`config.mk`:
```
export PLATFORM = sky130hd
export DESIGN_NAME = procTop
export DESIGN_NICKNAME = d
export VERILOG_FILES = /design/src/verilog/procPkg.sv /design/src/verilog/procTop.sv /design/src/verilog/procAlu.sv /design/src/verilog/procBus.sv /design/src/verilog/procRegisters.sv /design/src/verilog/procControl.sv
export SDC_FILE = /design/constraint.sdc
export NUM_CORES = 1
export LEC_CHECK = 0
export ABC_CLOCK_PERIOD_IN_PS = 15700
export BUFFER_PORTS_ARGS = -buffer_cell sky130_fd_sc_hd__buf_2
export CORE_MARGIN = 1
export CORE_UTILIZATION = 50
export CTS_BUF_LIST = sky130_fd_sc_hd__clkbuf_2 sky130_fd_sc_hd__clkbuf_4 sky130_fd_sc_hd__clkbuf_8
export DETAILED_ROUTE_END_ITERATION = 8
export HOLD_SLACK_MARGIN = 0.06
export PLACE_DENSITY = 0.76
export SYNTH_ARGS = -nofsm -noshare
export SYNTH_HDL_FRONTEND = slang
export SYNTH_SLANG_ARGS = --single-unit
```
`constraint.sdc`:
```
create_clock -name Clock -period 15.7 [get_ports Clock]
set_clock_uncertainty 0.1 [all_clocks]
set_input_delay 0 -clock Clock [delete_from_list [all_inputs] [get_ports Clock]]
set_output_delay 0 -clock Clock [all_outputs]
set_load 0.05 [all_outputs]
```
`src/verilog/procPkg.sv`:
```
// Encodings and field positions for the 16-bit multicycle processor, with r7 as the program counter
`default_nettype none

package procPkg;

    localparam int dataWidth = 16;     // data word, bus and address
    localparam int regIndexWidth = 3;
    localparam int regCount = 8;
    localparam int pcIndex = 7;        // r7 is the program counter
    localparam int immWidth = 9;

    // instruction field positions
    localparam int opcodeMsb = 15;
    localparam int opcodeLsb = 13;
    localparam int immFlagBit = 12;
    localparam int rxMsb = 11;
    localparam int rxLsb = 9;
    localparam int ryMsb = 2;
    localparam int ryLsb = 0;
    localparam int immMsb = 8;
    localparam int immLsb = 0;

    typedef enum logic [2:0] {
        opMv, opMvt, opAdd, opSub, opLd, opSt, opAnd, opCmp
    } instrOpcode;

    // held in the rX field of a branch (mvt with immediate flag clear)
    typedef enum logic [2:0] {
        condAlways, condEq, condNe, condCc, condCs, condPl, condMi, condNever
    } branchCond;

    typedef enum logic [2:0] {
        stepFetch, stepWait, stepLoadIr, stepExec1, stepExec2, stepExec3
    } timeStep;

    typedef enum logic [3:0] {
        selR0, selR1, selR2, selR3, selR4, selR5, selR6, selPc,
        selG, selImmSigned, selImmHigh, selDin
    } busSelect;

endpackage

`default_nettype wire
```
`src/verilog/procTop.sv`:
```
// Processor top level for a synchronous memory with one cycle of read latency and no handshake but Run
`timescale 1ns/1ps
`default_nettype none

module procTop (
    input  logic                            Clock,
    input  logic                            reset,
    input  logic [procPkg::dataWidth-1:0]   DIN,
    input  logic                            Run,
    output logic [procPkg::dataWidth-1:0]   ADDR,
    output logic [procPkg::dataWidth-1:0]   DOUT,
    output logic                            W,
    output logic                            Done
);

    logic [procPkg::dataWidth-1:0] instrWord, Bus, G;
    logic [procPkg::regCount-1:0][procPkg::dataWidth-1:0] regValues;
    logic [procPkg::regCount-1:0] regLoad;
    procPkg::busSelect busSel;
    logic flagZ, flagN, flagC;
    logic pcIncrement, irLoad, addrLoad, doutLoad, writeNext;
    logic aLoad, gLoad, flagsLoad, subtract, andOp;

    procControl control (
        .Clock, .reset, .Run, .instrWord, .flagZ, .flagN, .flagC,
        .busSel, .regLoad, .pcIncrement, .irLoad, .addrLoad, .doutLoad, .writeNext,
        .aLoad, .gLoad, .flagsLoad, .subtract, .andOp, .Done
    );

    procRegisters registers (
        .Clock, .reset, .Bus, .regLoad, .pcIncrement, .regValues
    );

    procBus bus (
        .Clock, .reset, .DIN, .regValues, .G, .busSel,
        .irLoad, .addrLoad, .doutLoad, .writeNext,
        .instrWord, .Bus, .ADDR, .DOUT, .W
    );

    procAlu alu (
        .Clock, .reset, .Bus, .aLoad, .gLoad, .flagsLoad, .subtract, .andOp,
        .G, .flagZ, .flagN, .flagC
    );

endmodule

`default_nettype wire

```
`src/verilog/procAlu.sv`:
```
// Add, subtract and AND unit with A, G and flag registers; flags change only when flagsLoad is high
`timescale 1ns/1ps
`default_nettype none

module procAlu (
    input  logic                            Clock,
    input  logic                            reset,
    input  logic [procPkg::dataWidth-1:0]   Bus,
    input  logic                            aLoad,
    input  logic                            gLoad,
    input  logic                            flagsLoad,
    input  logic                            subtract,
    input  logic                            andOp,
    output logic [procPkg::dataWidth-1:0]   G,
    output logic                            flagZ,
    output logic                            flagN,
    output logic                            flagC
);

    logic [procPkg::dataWidth-1:0] aReg;
    logic [procPkg::dataWidth-1:0] result;
    logic carry;

    always_ff @(posedge Clock) begin
        if (aLoad) begin
            aReg <= Bus;
        end
    end

    always_comb begin
        if (andOp) begin
            {carry, result} = {1'b0, aReg & Bus};  // and clears c
        end else if (subtract) begin
            {carry, result} = {1'b0, aReg} + {1'b0, ~Bus} + 1'b1;  // carry means no borrow
        end else begin
            {carry, result} = {1'b0, aReg} + {1'b0, Bus};
        end
    end

    always_ff @(posedge Clock) begin
        if (gLoad) begin
            G <= result;
        end
    end

    always_ff @(posedge Clock) begin
        if (reset) begin
            flagZ <= 1'b0;
            flagN <= 1'b0;
            flagC <= 1'b0;
        end else if (flagsLoad) begin
            flagZ <= (result == '0);
            flagN <= result[procPkg::dataWidth-1];
            flagC <= carry;
        end
    end

endmodule

`default_nettype wire

```
`src/verilog/procBus.sv`:
```
// Internal bus mux with IR and memory port registers; memory must return DIN one cycle after ADDR
`timescale 1ns/1ps
`default_nettype none

module procBus (
    input  logic                                                Clock,
    input  logic                                                reset,
    input  logic [procPkg::dataWidth-1:0]                       DIN,
    input  logic [procPkg::regCount-1:0][procPkg::dataWidth-1:0] regValues,
    input  logic [procPkg::dataWidth-1:0]                       G,
    input  procPkg::busSelect                                   busSel,
    input  logic                                                irLoad,
    input  logic                                                addrLoad,
    input  logic                                                doutLoad,
    input  logic                                                writeNext,
    output logic [procPkg::dataWidth-1:0]                       instrWord,
    output logic [procPkg::dataWidth-1:0]                       Bus,
    output logic [procPkg::dataWidth-1:0]                       ADDR,
    output logic [procPkg::dataWidth-1:0]                       DOUT,
    output logic                                                W
);

    localparam int byteWidth = procPkg::dataWidth / 2;

    logic [procPkg::dataWidth-1:0] immSigned;
    logic [procPkg::dataWidth-1:0] immHigh;

    always_ff @(posedge Clock) begin
        if (irLoad) begin
            instrWord <= DIN;
        end
    end

    assign immSigned = {{(procPkg::dataWidth - procPkg::immWidth){instrWord[procPkg::immMsb]}},
                        instrWord[procPkg::immMsb:procPkg::immLsb]};
    assign immHigh = {instrWord[byteWidth-1:0], {byteWidth{1'b0}}};  // mvt operand

    always_comb begin
        case (busSel)
            procPkg::selR0, procPkg::selR1, procPkg::selR2, procPkg::selR3,
            procPkg::selR4, procPkg::selR5, procPkg::selR6, procPkg::selPc:
                Bus = regValues[busSel[procPkg::regIndexWidth-1:0]];
            procPkg::selG:         Bus = G;
            procPkg::selImmSigned: Bus = immSigned;
            procPkg::selImmHigh:   Bus = immHigh;
            procPkg::selDin:       Bus = DIN;
            default:               Bus = '0;
        endcase
    end

    always_ff @(posedge Clock) begin
        if (reset) begin
            ADDR <= '0;
            DOUT <= '0;
            W <= 1'b0;
        end else begin
            if (addrLoad) begin
                ADDR <= Bus;
            end
            if (doutLoad) begin
                DOUT <= Bus;
            end
            W <= writeNext;  // one pulse per st
        end
    end

    assert property (@(posedge Clock) disable iff (reset) W |=> !W);

endmodule

`default_nettype wire

```
`src/verilog/procRegisters.sv`:
```
// Register file r0 to r6 plus the program counter; a load of r7 takes priority over its increment
`timescale 1ns/1ps
`default_nettype none

module procRegisters (
    input  logic                                                Clock,
    input  logic                                                reset,
    input  logic [procPkg::dataWidth-1:0]                       Bus,
    input  logic [procPkg::regCount-1:0]                        regLoad,
    input  logic                                                pcIncrement,
    output logic [procPkg::regCount-1:0][procPkg::dataWidth-1:0] regValues
);

    logic [procPkg::pcIndex-1:0][procPkg::dataWidth-1:0] generalRegs;  // r0 to r6
    logic [procPkg::dataWidth-1:0] pc;

    always_ff @(posedge Clock) begin
        if (reset) begin
            generalRegs <= '0;
        end else begin
            for (int i = 0; i < procPkg::pcIndex; i++) begin
                if (regLoad[i]) begin
                    generalRegs[i] <= Bus;
                end
            end
        end
    end

    always_ff @(posedge Clock) begin
        if (reset) begin
            pc <= '0;
        end else if (regLoad[procPkg::pcIndex]) begin
            pc <= Bus;  // mv to r7 or taken branch
        end else if (pcIncrement) begin
            pc <= pc + 1'b1;
        end
    end

    assign regValues = {pc, generalRegs};  // pc lands at index 7

    // increment happens only at fetch, loads only in execute steps
    assert property (@(posedge Clock) disable iff (reset)
        !(regLoad[procPkg::pcIndex] && pcIncrement));

endmodule

`default_nettype wire

```
`src/verilog/procControl.sv`:
```
// Step FSM and decoder; Run is sampled only in stepFetch and ld/st ignore the immediate flag
`timescale 1ns/1ps
`default_nettype none

module procControl (
    input  logic                            Clock,
    input  logic                            reset,
    input  logic                            Run,
    input  logic [procPkg::dataWidth-1:0]   instrWord,
    input  logic                            flagZ,
    input  logic                            flagN,
    input  logic                            flagC,
    output procPkg::busSelect               busSel,
    output logic [procPkg::regCount-1:0]    regLoad,
    output logic                            pcIncrement,
    output logic                            irLoad,
    output logic                            addrLoad,
    output logic                            doutLoad,
    output logic                            writeNext,
    output logic                            aLoad,
    output logic                            gLoad,
    output logic                            flagsLoad,
    output logic                            subtract,
    output logic                            andOp,
    output logic                            Done
);

    procPkg::timeStep step, nextStep;
    procPkg::instrOpcode opcode;
    logic immFlag;
    logic [procPkg::regIndexWidth-1:0] rX, rY;
    logic rxLoad;       // write the register named by rX
    logic branchTaken;  // load pc from G
    logic condMet;
    logic isBranch;

    function automatic procPkg::busSelect regSel(input logic [procPkg::regIndexWidth-1:0] index);
        return procPkg::busSelect'({1'b0, index});
    endfunction

    assign opcode = procPkg::instrOpcode'(instrWord[procPkg::opcodeMsb:procPkg::opcodeLsb]);
    assign immFlag = instrWord[procPkg::immFlagBit];
    assign rX = instrWord[procPkg::rxMsb:procPkg::rxLsb];
    assign rY = instrWord[procPkg::ryMsb:procPkg::ryLsb];
    assign isBranch = (opcode == procPkg::opMvt) && !immFlag;

    always_comb begin
        case (procPkg::branchCond'(rX))
            procPkg::condAlways: condMet = 1'b1;
            procPkg::condEq:     condMet = flagZ;
            procPkg::condNe:     condMet = !flagZ;
            procPkg::condCc:     condMet = !flagC;
            procPkg::condCs:     condMet = flagC;
            procPkg::condPl:     condMet = !flagN;
            procPkg::condMi:     condMet = flagN;
            procPkg::condNever:  condMet = 1'b0;
            default:             condMet = 1'b0;
        endcase
    end

    always_comb begin
        case (step)
            procPkg::stepFetch:  nextStep = Run ? procPkg::stepWait : procPkg::stepFetch;
            procPkg::stepWait:   nextStep = procPkg::stepLoadIr;
            procPkg::stepLoadIr: nextStep = procPkg::stepExec1;
            procPkg::stepExec1:  nextStep = Done ? procPkg::stepFetch : procPkg::stepExec2;
            procPkg::stepExec2:  nextStep = Done ? procPkg::stepFetch : procPkg::stepExec3;
            default:             nextStep = procPkg::stepFetch;
        endcase
    end

    always_ff @(posedge Clock) begin
        if (reset) begin
            step <= procPkg::stepFetch;
        end else begin
            step <= nextStep;
        end
    end

    always_comb begin
        busSel = procPkg::busSelect'(4'bxxxx);  // don't care when nothing loads
        rxLoad = 1'b0;
        branchTaken = 1'b0;
        pcIncrement = 1'b0;
        irLoad = 1'b0;
        addrLoad = 1'b0;
        doutLoad = 1'b0;
        writeNext = 1'b0;
        aLoad = 1'b0;
        gLoad = 1'b0;
        flagsLoad = 1'b0;
        subtract = 1'b0;
        andOp = 1'b0;
        Done = 1'b0;
        case (step)
            procPkg::stepFetch: begin
                busSel = procPkg::selPc;
                addrLoad = 1'b1;
                pcIncrement = Run;
            end
            procPkg::stepLoadIr: begin
                busSel = procPkg::selDin;  // DIN holds the instruction now
                irLoad = 1'b1;
            end
            procPkg::stepExec1: begin
                case (opcode)
                    procPkg::opMv: begin
                        busSel = immFlag ? procPkg::selImmSigned : regSel(rY);
                        rxLoad = 1'b1;
                        Done = 1'b1;
                    end
                    procPkg::opMvt: begin
                        busSel = isBranch ? procPkg::selPc : procPkg::selImmHigh;
                        aLoad = isBranch;  // pc already points past the branch
                        rxLoad = !isBranch;
                        Done = !isBranch;
                    end
                    procPkg::opLd, procPkg::opSt: begin
                        busSel = regSel(rY);
                        addrLoad = 1'b1;
                    end
                    default: begin  // add, sub, and, cmp
                        busSel = regSel(rX);
                        aLoad = 1'b1;
                    end
                endcase
            end
            procPkg::stepExec2: begin
                case (opcode)
                    procPkg::opMvt: begin
                        busSel = procPkg::selImmSigned;  // branch offset
                        gLoad = 1'b1;
                    end
                    procPkg::opAdd, procPkg::opSub, procPkg::opAnd, procPkg::opCmp: begin
                        busSel = immFlag ? procPkg::selImmSigned : regSel(rY);
                        subtract = (opcode == procPkg::opSub) || (opcode == procPkg::opCmp);
                        andOp = (opcode == procPkg::opAnd);
                        gLoad = (opcode != procPkg::opCmp);
                        flagsLoad = 1'b1;
                        Done = (opcode == procPkg::opCmp);
                    end
                    procPkg::opSt: begin
                        busSel = regSel(rX);
                        doutLoad = 1'b1;
                        writeNext = 1'b1;  // W rises next cycle
                    end
                    default: ;  // ld waits for memory
                endcase
            end
            procPkg::stepExec3: begin
                Done = 1'b1;
                case (opcode)
                    procPkg::opMvt: begin
                        busSel = procPkg::selG;
                        branchTaken = condMet;
                    end
                    procPkg::opLd: begin
                        busSel = procPkg::selDin;
                        rxLoad = 1'b1;
                    end
                    procPkg::opSt: ;
                    default: begin
                        busSel = procPkg::selG;
                        rxLoad = 1'b1;
                    end
                endcase
            end
            default: ;
        endcase
    end

    always_comb begin
        for (int i = 0; i < procPkg::regCount; i++) begin
            regLoad[i] = (rxLoad && rX == i) || (i == procPkg::pcIndex && branchTaken);
        end
    end

    // each Done ends its instruction in an execute step
    assert property (@(posedge Clock) disable iff (reset)
        Done |-> (step inside {procPkg::stepExec1, procPkg::stepExec2, procPkg::stepExec3})
            ##1 (step == procPkg::stepFetch));

    assert property (@(posedge Clock) disable iff (reset)
        $onehot0(regLoad[procPkg::pcIndex-1:0]));

    assert property (@(posedge Clock) disable iff (reset)
        (|regLoad || irLoad || addrLoad || doutLoad || aLoad || gLoad || flagsLoad)
            |-> !$isunknown(busSel));

endmodule

`default_nettype wire

```
==> results of run 1 <==
[final cells by class]
type	instances	area, sq um	area share [%]
Multi-Input combinational cell	901	6663	49.77
Sequential cell	215	4785	35.74
Clock buffer	58	685.7	5.122
Timing Repair Buffer	95	633.1	4.729
Tap cell	319	399.1	2.982
Inverter	41	153.9	1.150
Clock inverter	7	67.56	0.5047
[sequential cells by signal (all words and copies together), names as in the netlist]
register / cells
control.step: 3
bus.ADDR: 16
registers.regValues: 112
alu.G: 16
alu.flagN: 1
bus.W: 1
alu.flagZ: 1
bus.DOUT: 16
registers.pc: 16
bus.instrWord: 16
alu.aReg: 16
alu.flagC: 1
[cells in the final DEF, fill, tap and decap left out, types with 8 or more instances in the layout]
master / count
sky130_fd_sc_hd__nand2_1: 61
sky130_fd_sc_hd__or3_1: 8
sky130_fd_sc_hd__nor2_1: 174
sky130_fd_sc_hd__a211oi_1: 39
sky130_fd_sc_hd__dlygate4sd3_1: 19
sky130_fd_sc_hd__mux2_2: 17
sky130_fd_sc_hd__a21oi_1: 64
sky130_fd_sc_hd__inv_1: 31
sky130_fd_sc_hd__nor2b_1: 14
sky130_fd_sc_hd__a221oi_1: 17
sky130_fd_sc_hd__dfxtp_1: 167
sky130_fd_sc_hd__inv_2: 9
sky130_fd_sc_hd__nand3_1: 12
sky130_fd_sc_hd__nand2b_1: 21
sky130_fd_sc_hd__mux4_2: 8
sky130_fd_sc_hd__nor3_1: 20
sky130_fd_sc_hd__buf_4: 25
sky130_fd_sc_hd__buf_2: 51
sky130_fd_sc_hd__clkbuf_8: 40
sky130_fd_sc_hd__xnor2_1: 15
sky130_fd_sc_hd__mux2i_1: 197
sky130_fd_sc_hd__o21ai_0: 31
sky130_fd_sc_hd__clkbuf_4: 18
sky130_fd_sc_hd__ha_1: 39
sky130_fd_sc_hd__edfxtp_1: 48
[power groups by stage]
stage	Clock (mW)	Sequential, mW	Combinational, mW
3_5_place_dp	0	0.611	0.325
3_3_place_gp	0	0.611	0.323
5_1_grt	0.557	0.601	0.359
6_report	0.528	0.599	0.336
2_1_floorplan	0	0.622	0.233
4_1_cts	0.533	0.599	0.331
[final timing paths]
path | to | slack [ns] | cells after the start
worst min-delay path | bus.instrWord[0] | 0.08 | 2
worst min register to register | registers.regValues[99] | 0.35 | 2
worst max-delay path | alu.flagZ | 8.17 | 20
worst max register to register | alu.flagZ | 8.17 | 20
[metal layers]
metal / vias up / wire [um] / global-route usage (%) / share of wire [%]
met2: 430 / 15030 / 43.71 / 45
li1: 4591 / - / - / -
met5: - / 0 / 0 / 0
met3: 85 / 2643 / 4.680 / 7.9
met1: 4661 / 14160 / 35.48 / 42
met4: 0 / 1500 / 13.40 / 4.5
[critical path, delay by kind of cell (launching register included)]
family          cells  cell delay [ns]
fa+ha+maj           2             0.82
xor+xnor            1             0.09
flops               1             0.67
simple gates        5             1.64
buf+inv             2             0.82
mux                 2             0.65
compound gates      8             2.59
[what timing repair did]
| item | CTS | global route |
|---|---|---|
| resized for setup | 0 | 0 |
| hold buffers | 19 | 0 |
| hold endpoints to repair | 51 | 0 |
[cell families (layout without fill, tap and decap cells)]
family          Yosys count  after routing  share of synthesized area (%)
buf+inv                 123            201                          4.897
compound gates          242            242                          14.34
xor+xnor                 22             22                          1.612
flops                   215            215                          40.02
simple gates            374            374                          15.12
mux                     222            222                          19.60
fa+ha+maj                41             41                          4.416
[metrics by stage]
step / utilization [%] / total power, mW / worst slack, ns / area, sq um / hold slack [ns]
after floorplan: - / 0.8554 / 10.48 / 11960 / -0.001131
after global placement: 53.01 / 0.9332 / 8.455 / 12440 / 0.09874
after detailed placement: 53.01 / 0.9359 / 8.285 / 12440 / 0.09994
after CTS: 57.03 / 1.463 / 8.223 / 13390 / 0.06482
after global routing: 57.03 / 1.518 / 7.638 / 13390 / 0.08514
final: 57.03 / 1.463 / 8.166 / 13390 / 0.08497
==> implementation parameters, run 1 <==
Parameter                              Value

Global route
  First-pass GRT wire length ... 51490 um
  Vias in the first global route ... 9201
  GRT Overall Usage ... 27.27%
  Initial antenna violation count ... 0
  Largest net degree at the start of global routing ... 97
  Grt ovf ... 0

Worst setup path
  Launch point of the worst path ... control.step[0]
  Cell breakdown of the critical path ... nand3b_1, o21ai_2, o311ai_1, a21oi_4, buf_4, mux2i_1, mux4_2, a21oi_1, ha_1, inv_1, fa_1, nor2b_1, o21ai_1, a21oi_1, xnor2_1, a221o_1, nand4bb_1, or4_1, or4_1, o21ai_1
  Crit path arrival time ... 7.90 ns
  Worst reg2reg path startpoint ... control.step[0]
  Critical Path RT ... 16.07 ns
  Highest cell delay on the worst timing path ... 0.83 ns
  Max Fanout on Critical Path ... 46
  Cell with the biggest individual delay on the critical path ... sky130_fd_sc_hd__a21oi_1
  Startpoint-to-endpoint class of the critical path ... reg2reg
  Kind of end point of the critical path ... flop
  Critical Path Source Type ... flop

Place
  # placed instances ... 1552
  GPL Wtd Cong ... 0.9415
  Port Buffers ... 52
  Post-DP HPWL ... 22690 um

Floorplan
  Effective utilization at floorplan ... 50.94%
  Total number of placement rows ... 56
  Die area ... 24540 sq um
  Horizontal die dimension ... 156.6 um
  Placeable core area ... 23470 sq um
  Die extent in y ... 156.6 um
  I/O pin total ... 53

Synth
  Ranking of synthesized cells by area ... sky130_fd_sc_hd__dfxtp_1 28%, sky130_fd_sc_hd__mux2i_1 16%, sky130_fd_sc_hd__edfxtp_1 12%
  Number of warnings reported in the yosys synthesis log ... 0
  Top cell types by occurrence after synthesis ... 197 x sky130_fd_sc_hd__mux2i_1, 176 x sky130_fd_sc_hd__nor2_1, 167 x sky130_fd_sc_hd__dfxtp_1
  Most frequent cell after synthesis ... sky130_fd_sc_hd__mux2i_1
  Unique masters post-synth ... 83
  Mapped cell area ... 11960 sq um
  Number of instances in the synthesized netlist ... 1239
  Number of synthesized flops with an enable pin ... 48
  Average cell area after synthesis ... 9.650 sq um
  Top flip-flop cell by instance count after synthesis ... sky130_fd_sc_hd__dfxtp_1
  Number of synthesized register bits ... 215
  Number of nets produced by synthesis ... 1299
  Post-synthesis sequential area ratio ... 40.02%
  Top-area cell type share of the netlist area ... 27.96%
  Area leader, netlist ... sky130_fd_sc_hd__dfxtp_1
  Fraction of synthesis flops using an asynchronous set or reset pin ... 0%

Layout
  Area growth from synthesis to layout ... 11.96%
  Number of filler cells placed in the layout ... 1989
  Antenna diode instance count ... 0
  Final std cells w/o fill ... 1636
  Share of final-layout standard cells stronger than drive strength 1 ... 16.17%
  Number of nets in the layout ... 1352

Timing
  Crit share post-route ... 47.99%
  Summed negative setup slack over all endpoints ... 0 ns
  Unrepaired setup endpoints after global routing ... false
  Setup violations, final ... 0
  Least-Margin Pin Slew ... 1.176 ns
  Fin. max-slew vios ... 0
  Worst slew margin relative to its limit ... 21.57%
  Final-report hold violation count ... 0
  Final period demand of the worst path ... 7.534 ns
  Achievable frequency ... 0.1327 GHz

Clocking
  Number of sinks handled by clock tree synthesis ... 215
  TritonCTS Buffers ... 38
  Number of buffers added for setup after CTS ... 0
  Maximum clock insertion buffer count ... 3
  Source-to-sink clock delay at the later pin of the worst-skew pair ... 0.56 ns
  CTS tree ... built
  # H-tree levels ... 2
  Clock slew at reported path FFs ... 0.06 ns
  Cell at the root of the clock tree ... sky130_fd_sc_hd__clkbuf_8

Route
  Iteration-0 DRC count of the detailed router ... 1043
  Vias/cell ... 5.970
  Vias post-DR ... 9767
  Residual antenna-violating net count after detailed routing ... 0
  Drt pass-1 iters ... 6
  Drt drc ... 0
  Final wirelength ... 33330 um
  Wire length per cell ... 20.37 um

Pwr
  Switching power ... 0.4627 mW
  Seq pwr share ... 41.0%
  P per Cell Area ... 109.3 nW/um^2
  Switching share of total power ... 31.63%
  Worst ir drop on vdd ... 0.00005366 V
  Part of the power in the clock network ... 36.1%
  Design internal power ... 1.000 mW
  Leakage Power ... 4.830 nW
  Logic gate share of total power ... 22.9%

Run status
  Run status ... complete, no violations

Job
  Maximum Capacitance Violations ... 0

Worst hold path
  Path type of the worst min-delay path ... in2reg
  Startpoint of the lowest-slack hold path ... DIN[0]
Power figures use the tool's default switching activity.
==> inputs of run 2 (changes only) <==
--- a/config.mk
+++ b/config.mk
@@ -5,7 +5,7 @@
 export SDC_FILE = /design/constraint.sdc
 export NUM_CORES = 1
 export LEC_CHECK = 0
-export ABC_CLOCK_PERIOD_IN_PS = 15700
+export ABC_CLOCK_PERIOD_IN_PS = 7500
 export BUFFER_PORTS_ARGS = -buffer_cell sky130_fd_sc_hd__buf_2
 export CORE_MARGIN = 1
 export CORE_UTILIZATION = 50
==> constraint.sdc (replaced) <==
create_clock -name Clock -period 7.5 [get_ports Clock]
set_clock_uncertainty 0.1 [all_clocks]
set_input_delay 0 -clock Clock [delete_from_list [all_inputs] [get_ports Clock]]
set_output_delay 0 -clock Clock [all_outputs]
set_load 0.05 [all_outputs]
==> run 2 against run 1 <==
Compared with the run above:
- sequential power up 110%
- largest cell class unchanged
- via count rose by 1.7%
- highest routed layer unchanged
- routed wire length rose by 3.3%
==> implementation parameters, run 2 (synthesis gave the netlist of run 1 again) <==
Parameter                              Value

Run status
  Run status ... complete, no violations

Clocking
  Number of buffers added for setup after CTS ... 0
  Source-to-sink clock delay at the later pin of the worst-skew pair ... 0.55 ns
  # H-tree levels ... 2
  Clock slew at reported path FFs ... 0.08 ns
  Number of sinks handled by clock tree synthesis ... 215
  Post-cts resize count ... 0
  Cell at the root of the clock tree ... sky130_fd_sc_hd__clkbuf_8
  Maximum clock insertion buffer count ... 3
  CTS tree ... built
  Hold buffer count at CTS ... 18
  TritonCTS Buffers ... 38

Timing
  Crit share post-route ... 89.18%
  Summed negative setup slack over all endpoints ... 0 ns
  Achievable frequency ... 0.1495 GHz
  Final period demand of the worst path ... 6.689 ns
  Least-Margin Pin Slew ... 1.316 ns
  Fin. max-slew vios ... 0
  Final setup slack of the worst path ... 0.8111 ns
  Unrepaired setup endpoints after global routing ... false
  Final-report hold violation count ... 0
  Setup violations, final ... 0
  Worst slew margin relative to its limit ... 12.01%
  Worst hold margin ... 0.07688 ns

Place
  Pre-CTS setup slack ... 0.9722 ns
  GPL Wtd Cong ... 0.9766
  Port Buffers ... 52
  Post-DP HPWL ... 23910 um
  Placed Instance Area ... 12530 sq um

Floorplan
  Horizontal die dimension ... 156.6 um
  I/O pin total ... 53
  Die area ... 24540 sq um
  Total number of placement rows ... 56
  Die extent in y ... 156.6 um
  Effective utilization at floorplan ... 50.94%
  Placeable core area ... 23470 sq um

Route
  Drt pass-1 iters ... 5
  Vias post-DR ... 9933
  Vias/cell ... 6.031
  Final wirelength ... 34440 um
  Residual antenna-violating net count after detailed routing ... 0
  Iteration-0 DRC count of the detailed router ... 1007
  Drt drc ... 0
  Wire length per cell ... 20.91 um

Job
  Maximum Capacitance Violations ... 0

Worst setup path
  Last element of the critical path ... alu.flagZ
  Reg2Reg Setup Slack ... 0.81 ns
  Startpoint-to-endpoint class of the critical path ... reg2reg
  Worst reg2reg path startpoint ... bus.instrWord[14]
  Crit path arrival time ... 7.06 ns
  R2R Path End ... alu.flagZ
  Max Fanout on Critical Path ... 18
  Kind of end point of the critical path ... flop
  Critical Path RT ... 7.87 ns
  Launch point of the worst path ... bus.instrWord[14]
  Critical Path Source Type ... flop
  Depth of the most critical reg-to-reg path ... 17

Worst hold path
  Path type of the worst min-delay path ... in2reg

Global route
  GRT Overall Usage ... 28.33%
  Routing layer with the top usage in global route ... met2
  Initial antenna violation count ... 0
  Met2 usage in global routing ... 43.86%
  Largest net degree at the start of global routing ... 84
  Grt ovf ... 0
  Vias in the first global route ... 9390
  Global-route track usage on met3 ... 5.262%
  Met1 Track Usage GR ... 37.58%
  First-pass GRT wire length ... 52930 um

Layout
  Most frequent cells in the layout ... 197 x sky130_fd_sc_hd__mux2i_1, 174 x sky130_fd_sc_hd__nor2_1, 167 x sky130_fd_sc_hd__dfxtp_1
  Number of nets in the layout ... 1361
  Number of flip-flops under the largest register name ... 112
  Antenna diode instance count ... 0
  Most frequent standard cell in the layout excluding fill and tap cells ... sky130_fd_sc_hd__mux2i_1
  Share of final-layout standard cells stronger than drive strength 1 ... 16.94%
  Area growth from synthesis to layout ... 13.05%
  Number of filler cells placed in the layout ... 2009
  Post-layout instance area ... 13520 sq um

Pwr
  P per Cell Area ... 233.0 nW/um^2
  Worst ir drop on vdd ... 0.0001206 V
  Leakage Power ... 4.906 nW
## run 2: cell count changes in the layout (fill, tap and decap cells not counted)
| cell | previous run | this run |
|---|---|---|
| sky130_fd_sc_hd__buf_4 | 25 | 34 |
| sky130_fd_sc_hd__buf_12 | 0 | 1 |
| sky130_fd_sc_hd__dlygate4sd3_1 | 19 | 18 |
| sky130_fd_sc_hd__clkbuf_4 | 18 | 14 |
| sky130_fd_sc_hd__clkbuf_8 | 40 | 46 |
## run 2: worst min-delay path by stage
stage               cells after the start  startpoint                to
finish                                  2      DIN[0]  bus.instrWord[0]
CTS                                     2      DIN[1]  bus.instrWord[1]
detailed placement                      1      DIN[4]  bus.instrWord[4]
global placement                        1      DIN[0]  bus.instrWord[0]
floorplan                               0      DIN[0]  bus.instrWord[0]
global route                            2      DIN[0]  bus.instrWord[0]
## run 2: metal layers
metal | vias up | routed length (um)
li1 | 4615 | -
met1 | 4753 | 14820
met2 | 484 | 15100
met3 | 81 | 2925
met4 | 0 | 1596
met5 | - | 0
## run 2: layout make-up
type                            count  area [sq um]  share of cell area (%)
Clock buffer                       60         738.2                   5.461
Clock inverter                      7         67.56                  0.4999
Inverter                           41         153.9                   1.139
Multi-Input combinational cell    901          6663                   49.29
Sequential cell                   215          4785                   35.40
Tap cell                          319         399.1                   2.953
Timing Repair Buffer              104         710.7                   5.258
## run 2: power breakdown
group | leakage (nW) | total (mW) | internal (mW) | switching [mW]
registers | 1.79 | 1.26 | 1.22 | 0.0316
clock network | 0.429 | 1.17 | 0.661 | 0.506
logic | 2.69 | 0.727 | 0.264 | 0.463
total | 4.91 | 3.15 | 2.15 | 1.00
## run 2: worst max-delay path, stage by stage (launching register included)
cell and delay (ns):
sky130_fd_sc_hd__edfxtp_1 0.64, sky130_fd_sc_hd__nand3b_1 0.40, sky130_fd_sc_hd__o221ai_1 0.34, sky130_fd_sc_hd__o211a_1 0.88, sky130_fd_sc_hd__and2_1 0.46, sky130_fd_sc_hd__a221oi_1 0.19
sky130_fd_sc_hd__a21oi_2 0.49, sky130_fd_sc_hd__inv_1 0.24, sky130_fd_sc_hd__fa_1 0.53, sky130_fd_sc_hd__a211oi_1 0.35, sky130_fd_sc_hd__or2_2 0.20, sky130_fd_sc_hd__nand2_1 0.07
sky130_fd_sc_hd__a31oi_1 0.25, sky130_fd_sc_hd__xor2_1 0.18, sky130_fd_sc_hd__o21ai_0 0.12, sky130_fd_sc_hd__or4_1 0.56, sky130_fd_sc_hd__or4_1 0.48, sky130_fd_sc_hd__o21ai_1 0.12
## run 2: stage by stage
step           util [%]  cells  total power, mW
6_report          57.59   1647            3.149
2_1_floorplan         -   1239            1.791
5_1_grt           57.59   1647            3.257
3_5_place_dp      53.38   1562            1.980
3_3_place_gp      53.38   1562            1.977
4_1_cts           57.59   1647            3.144
==> inputs of run 3 (changes only) <==
--- a/config.mk
+++ b/config.mk
@@ -15,4 +15,5 @@
 export PLACE_DENSITY = 0.76
 export SYNTH_ARGS = -nofsm -noshare
 export SYNTH_HDL_FRONTEND = slang
+export SYNTH_HIERARCHICAL = 1
 export SYNTH_SLANG_ARGS = --single-unit
==> run 3 against run 2 <==
Compared with the run above:
- first-iteration DRC count shrank 14%
- highest routed layer unchanged
- routed wire length fell by 10%
- sequential power barely moved
- power down 8.7%
- sequential share of layout area rose by 0.82 points
- via count shrank 6.1%
- synthesized cell count decreased by 4.8%
- final cell count down 5.3%
- register-to-register slack worse by 0.14 ns
- critical path type unchanged
- global-route usage fell by 2.4 points
==> implementation parameters, run 3 <==
Parameter                              Value

Timing
  Summed negative setup slack over all endpoints ... 0 ns
  Worst slew margin relative to its limit ... 19.10%
  Final period demand of the worst path ... 6.825 ns
  Final-report hold violation count ... 0
  Crit share post-route ... 91.00%
  Least-Margin Pin Slew ... 1.212 ns
  Achievable frequency ... 0.1465 GHz
  Unrepaired setup endpoints after global routing ... false
  Setup violations, final ... 0
  Fin. max-slew vios ... 0

Route
  Residual antenna-violating net count after detailed routing ... 0
  Iteration-0 DRC count of the detailed router ... 861
  Drt pass-1 iters ... 8
  Vias post-DR ... 9325
  Final wirelength ... 30870 um
  Drt drc ... 0
  Vias/cell ... 5.981
  Wire length per cell ... 19.80 um

Synth
  Top cell types by occurrence after synthesis ... 196 x sky130_fd_sc_hd__nor2_1, 167 x sky130_fd_sc_hd__dfxtp_1, 125 x sky130_fd_sc_hd__mux2i_1
  Number of synthesized flops with an enable pin ... 48
  Number of warnings reported in the yosys synthesis log ... 6
  Most frequent cell after synthesis ... sky130_fd_sc_hd__nor2_1
  Average cell area after synthesis ... 9.980 sq um
  Fraction of synthesis flops using an asynchronous set or reset pin ... 0%
  Area leader, netlist ... sky130_fd_sc_hd__dfxtp_1
  Ranking of synthesized cells by area ... sky130_fd_sc_hd__dfxtp_1 28%, sky130_fd_sc_hd__edfxtp_1 12%, sky130_fd_sc_hd__mux2i_1 11%
  Fraction of the mapped netlist area in adder cells ... 4.059%
  Number of nets produced by synthesis ... 1236
  Post-synthesis share of cell area spent on and, or, nand and nor gates ... 14.87%
  Main combinational cell family by area after synthesis ... multiplexers
  Top flip-flop cell by instance count after synthesis ... sky130_fd_sc_hd__dfxtp_1
  Multiplexer share of the synthesized area ... 18.69%
  Post-synthesis sequential area ratio ... 40.63%
  Unique masters post-synth ... 89
  Xor/xnor share of the synthesized area ... 1.487%
  Number of synthesized register bits ... 215
  Top-area cell type share of the netlist area ... 28.39%
  Mapped cell area ... 11780 sq um
  Number of instances in the synthesized netlist ... 1180
  Area fraction in compound gates after synthesis ... 14.26%

Worst setup path
  Kind of end point of the critical path ... flop
  Most common cell on crit path ... sky130_fd_sc_hd__inv_1
  Critical Path Source Type ... flop
  Startpoint-to-endpoint class of the critical path ... reg2reg
  Critical Path RT ... 7.87 ns
  Highest cell delay on the worst timing path ... 0.78 ns
  Launch point of the worst path ... control/step[1]
  Max Fanout on Critical Path ... 26
  Cell breakdown of the critical path ... inv_1, ha_1, nor3_1, nand3_2, mux2_1, a22o_1, a221oi_2, inv_1, inv_1, ha_1, nor2b_1, o221ai_1, a21oi_1, a221oi_1, o21ai_0, xnor2_1, a21boi_0, nand4_1, o21ai_1
  Crit path arrival time ... 7.20 ns
  Cell with the biggest individual delay on the critical path ... sky130_fd_sc_hd__nand3_2
  Worst reg2reg path startpoint ... control/step[1]

Layout
  Final std cells w/o fill ... 1559
  Number of filler cells placed in the layout ... 1962
  Number of flip-flops under the largest register name ... 112
  Area growth from synthesis to layout ... 12.18%
  Footprint of the multi-input gates ... 6346 sq um
  Share of final-layout standard cells stronger than drive strength 1 ... 19.12%
  Most frequent cells in the layout ... 191 x sky130_fd_sc_hd__nor2_1, 167 x sky130_fd_sc_hd__dfxtp_1, 125 x sky130_fd_sc_hd__mux2i_1
  Area taken by flip-flops and latches ... 4785 sq um
  Number of nets in the layout ... 1274
  Most frequent standard cell in the layout excluding fill and tap cells ... sky130_fd_sc_hd__nor2_1

Global route
  First-pass GRT wire length ... 48580 um
  Largest net degree at the start of global routing ... 100
  Vias in the first global route ... 8954
  GRT Overall Usage ... 25.89%
  Initial antenna violation count ... 1
  Grt ovf ... 0

Clocking
  Maximum clock insertion buffer count ... 3
  Source-to-sink clock delay at the later pin of the worst-skew pair ... 0.54 ns
  Cell at the root of the clock tree ... sky130_fd_sc_hd__clkbuf_8
  # H-tree levels ... 2
  Clock slew at reported path FFs ... 0.07 ns
  CTS tree ... built
  Post-cts resize count ... 0
  TritonCTS Buffers ... 36
  Number of sinks handled by clock tree synthesis ... 215

Worst hold path
  Path type of the worst min-delay path ... in2reg
  Startpoint of the lowest-slack hold path ... DIN[5]

Floorplan
  Placeable core area ... 22850 sq um
  Effective utilization at floorplan ... 51.54%
  Total number of placement rows ... 55
  I/O pin total ... 53
  Die area ... 24170 sq um
  Die extent in y ... 155.5 um
  Horizontal die dimension ... 155.5 um

Place
  GPL Wtd Cong ... 0.9203
  # placed instances ... 1475
  Post-DP HPWL ... 21350 um
  Port Buffers ... 52

Run status
  Run status ... complete, no violations

Pwr
  Leakage Power ... 4.937 nW
  P per Cell Area ... 217.5 nW/um^2
  Worst ir drop on vdd ... 0.0001750 V

Job
  Maximum Capacitance Violations ... 0
[run 3: metal layers]
layer	global-route usage (%)	wire, um	vias to the layer above
li1	-	-	4343
met1	34.87	13240	4480
met2	40.94	13830	430
met3	5.265	2818	72
met4	9.897	981	0
met5	0	0	-
[run 3: where the power goes]
group / internal (mW) / switching (mW)
Combinational: 0.174 / 0.310
Clock: 0.666 / 0.475
Sequential: 1.22 / 0.0326
Total: 2.06 / 0.818
[run 3: final timing paths]
kind,slack [ns],cells after the start,endpoint
worst max-delay path,0.68,19,alu/flagZ
worst min-delay path,0.13,2,bus/instrWord[5]
worst max register to register,0.68,19,alu/flagZ
worst min register to register,0.38,2,bus/DOUT[11]
[run 3: kinds of logic after synthesis]
kind of cell	count (synthesis)
simple gates	365
fa+ha+maj	37
xor+xnor	20
mux	172
compound gates	214
buf+inv	157
flops	215
[run 3: final cells by class]
cell class	instances	area share (%)
multi-input combinational	808	48.04
sequential	215	36.22
clock buffer	60	5.683
timing repair buffer	96	4.925
tap	313	2.965
inverter	61	1.733
clock inverter	5	0.4167
antenna	1	0.01894
[run 3: timing repair]
item,CTS,global route
buffers inserted,0,0
hold buffers,18,0
endpoints found under the hold margin,83,0
[run 3: worst max-delay path: cells and delay by family (launching register included)]
kind	cells	cell delay [ns]
multiplexers	1	0.60
buffers and inverters	3	0.71
AO/OA/AOI/OAI	8	2.47
AND/OR/NAND/NOR	4	1.55
adder cells (fa/ha/maj)	2	0.60
flip-flops	1	0.52
XOR/XNOR	1	0.18
[run 3: stage by stage]
step | utilization, % | cell area [sq um] | setup WS (ns) | hold slack (ns) | power (mW)
4_1_cts | 57.81 | 13210 | 0.8479 | 0.1026 | 2.888
6_report | 57.82 | 13210 | 0.6750 | 0.1322 | 2.874
2_1_floorplan | - | 11780 | 1.587 | -0.03093 | 1.632
3_5_place_dp | 53.49 | 12220 | 0.8754 | 0.1217 | 1.744
3_3_place_gp | 53.49 | 12220 | 1.115 | 0.1252 | 1.735
5_1_grt | 57.81 | 13210 | 0.2962 | 0.1192 | 2.987
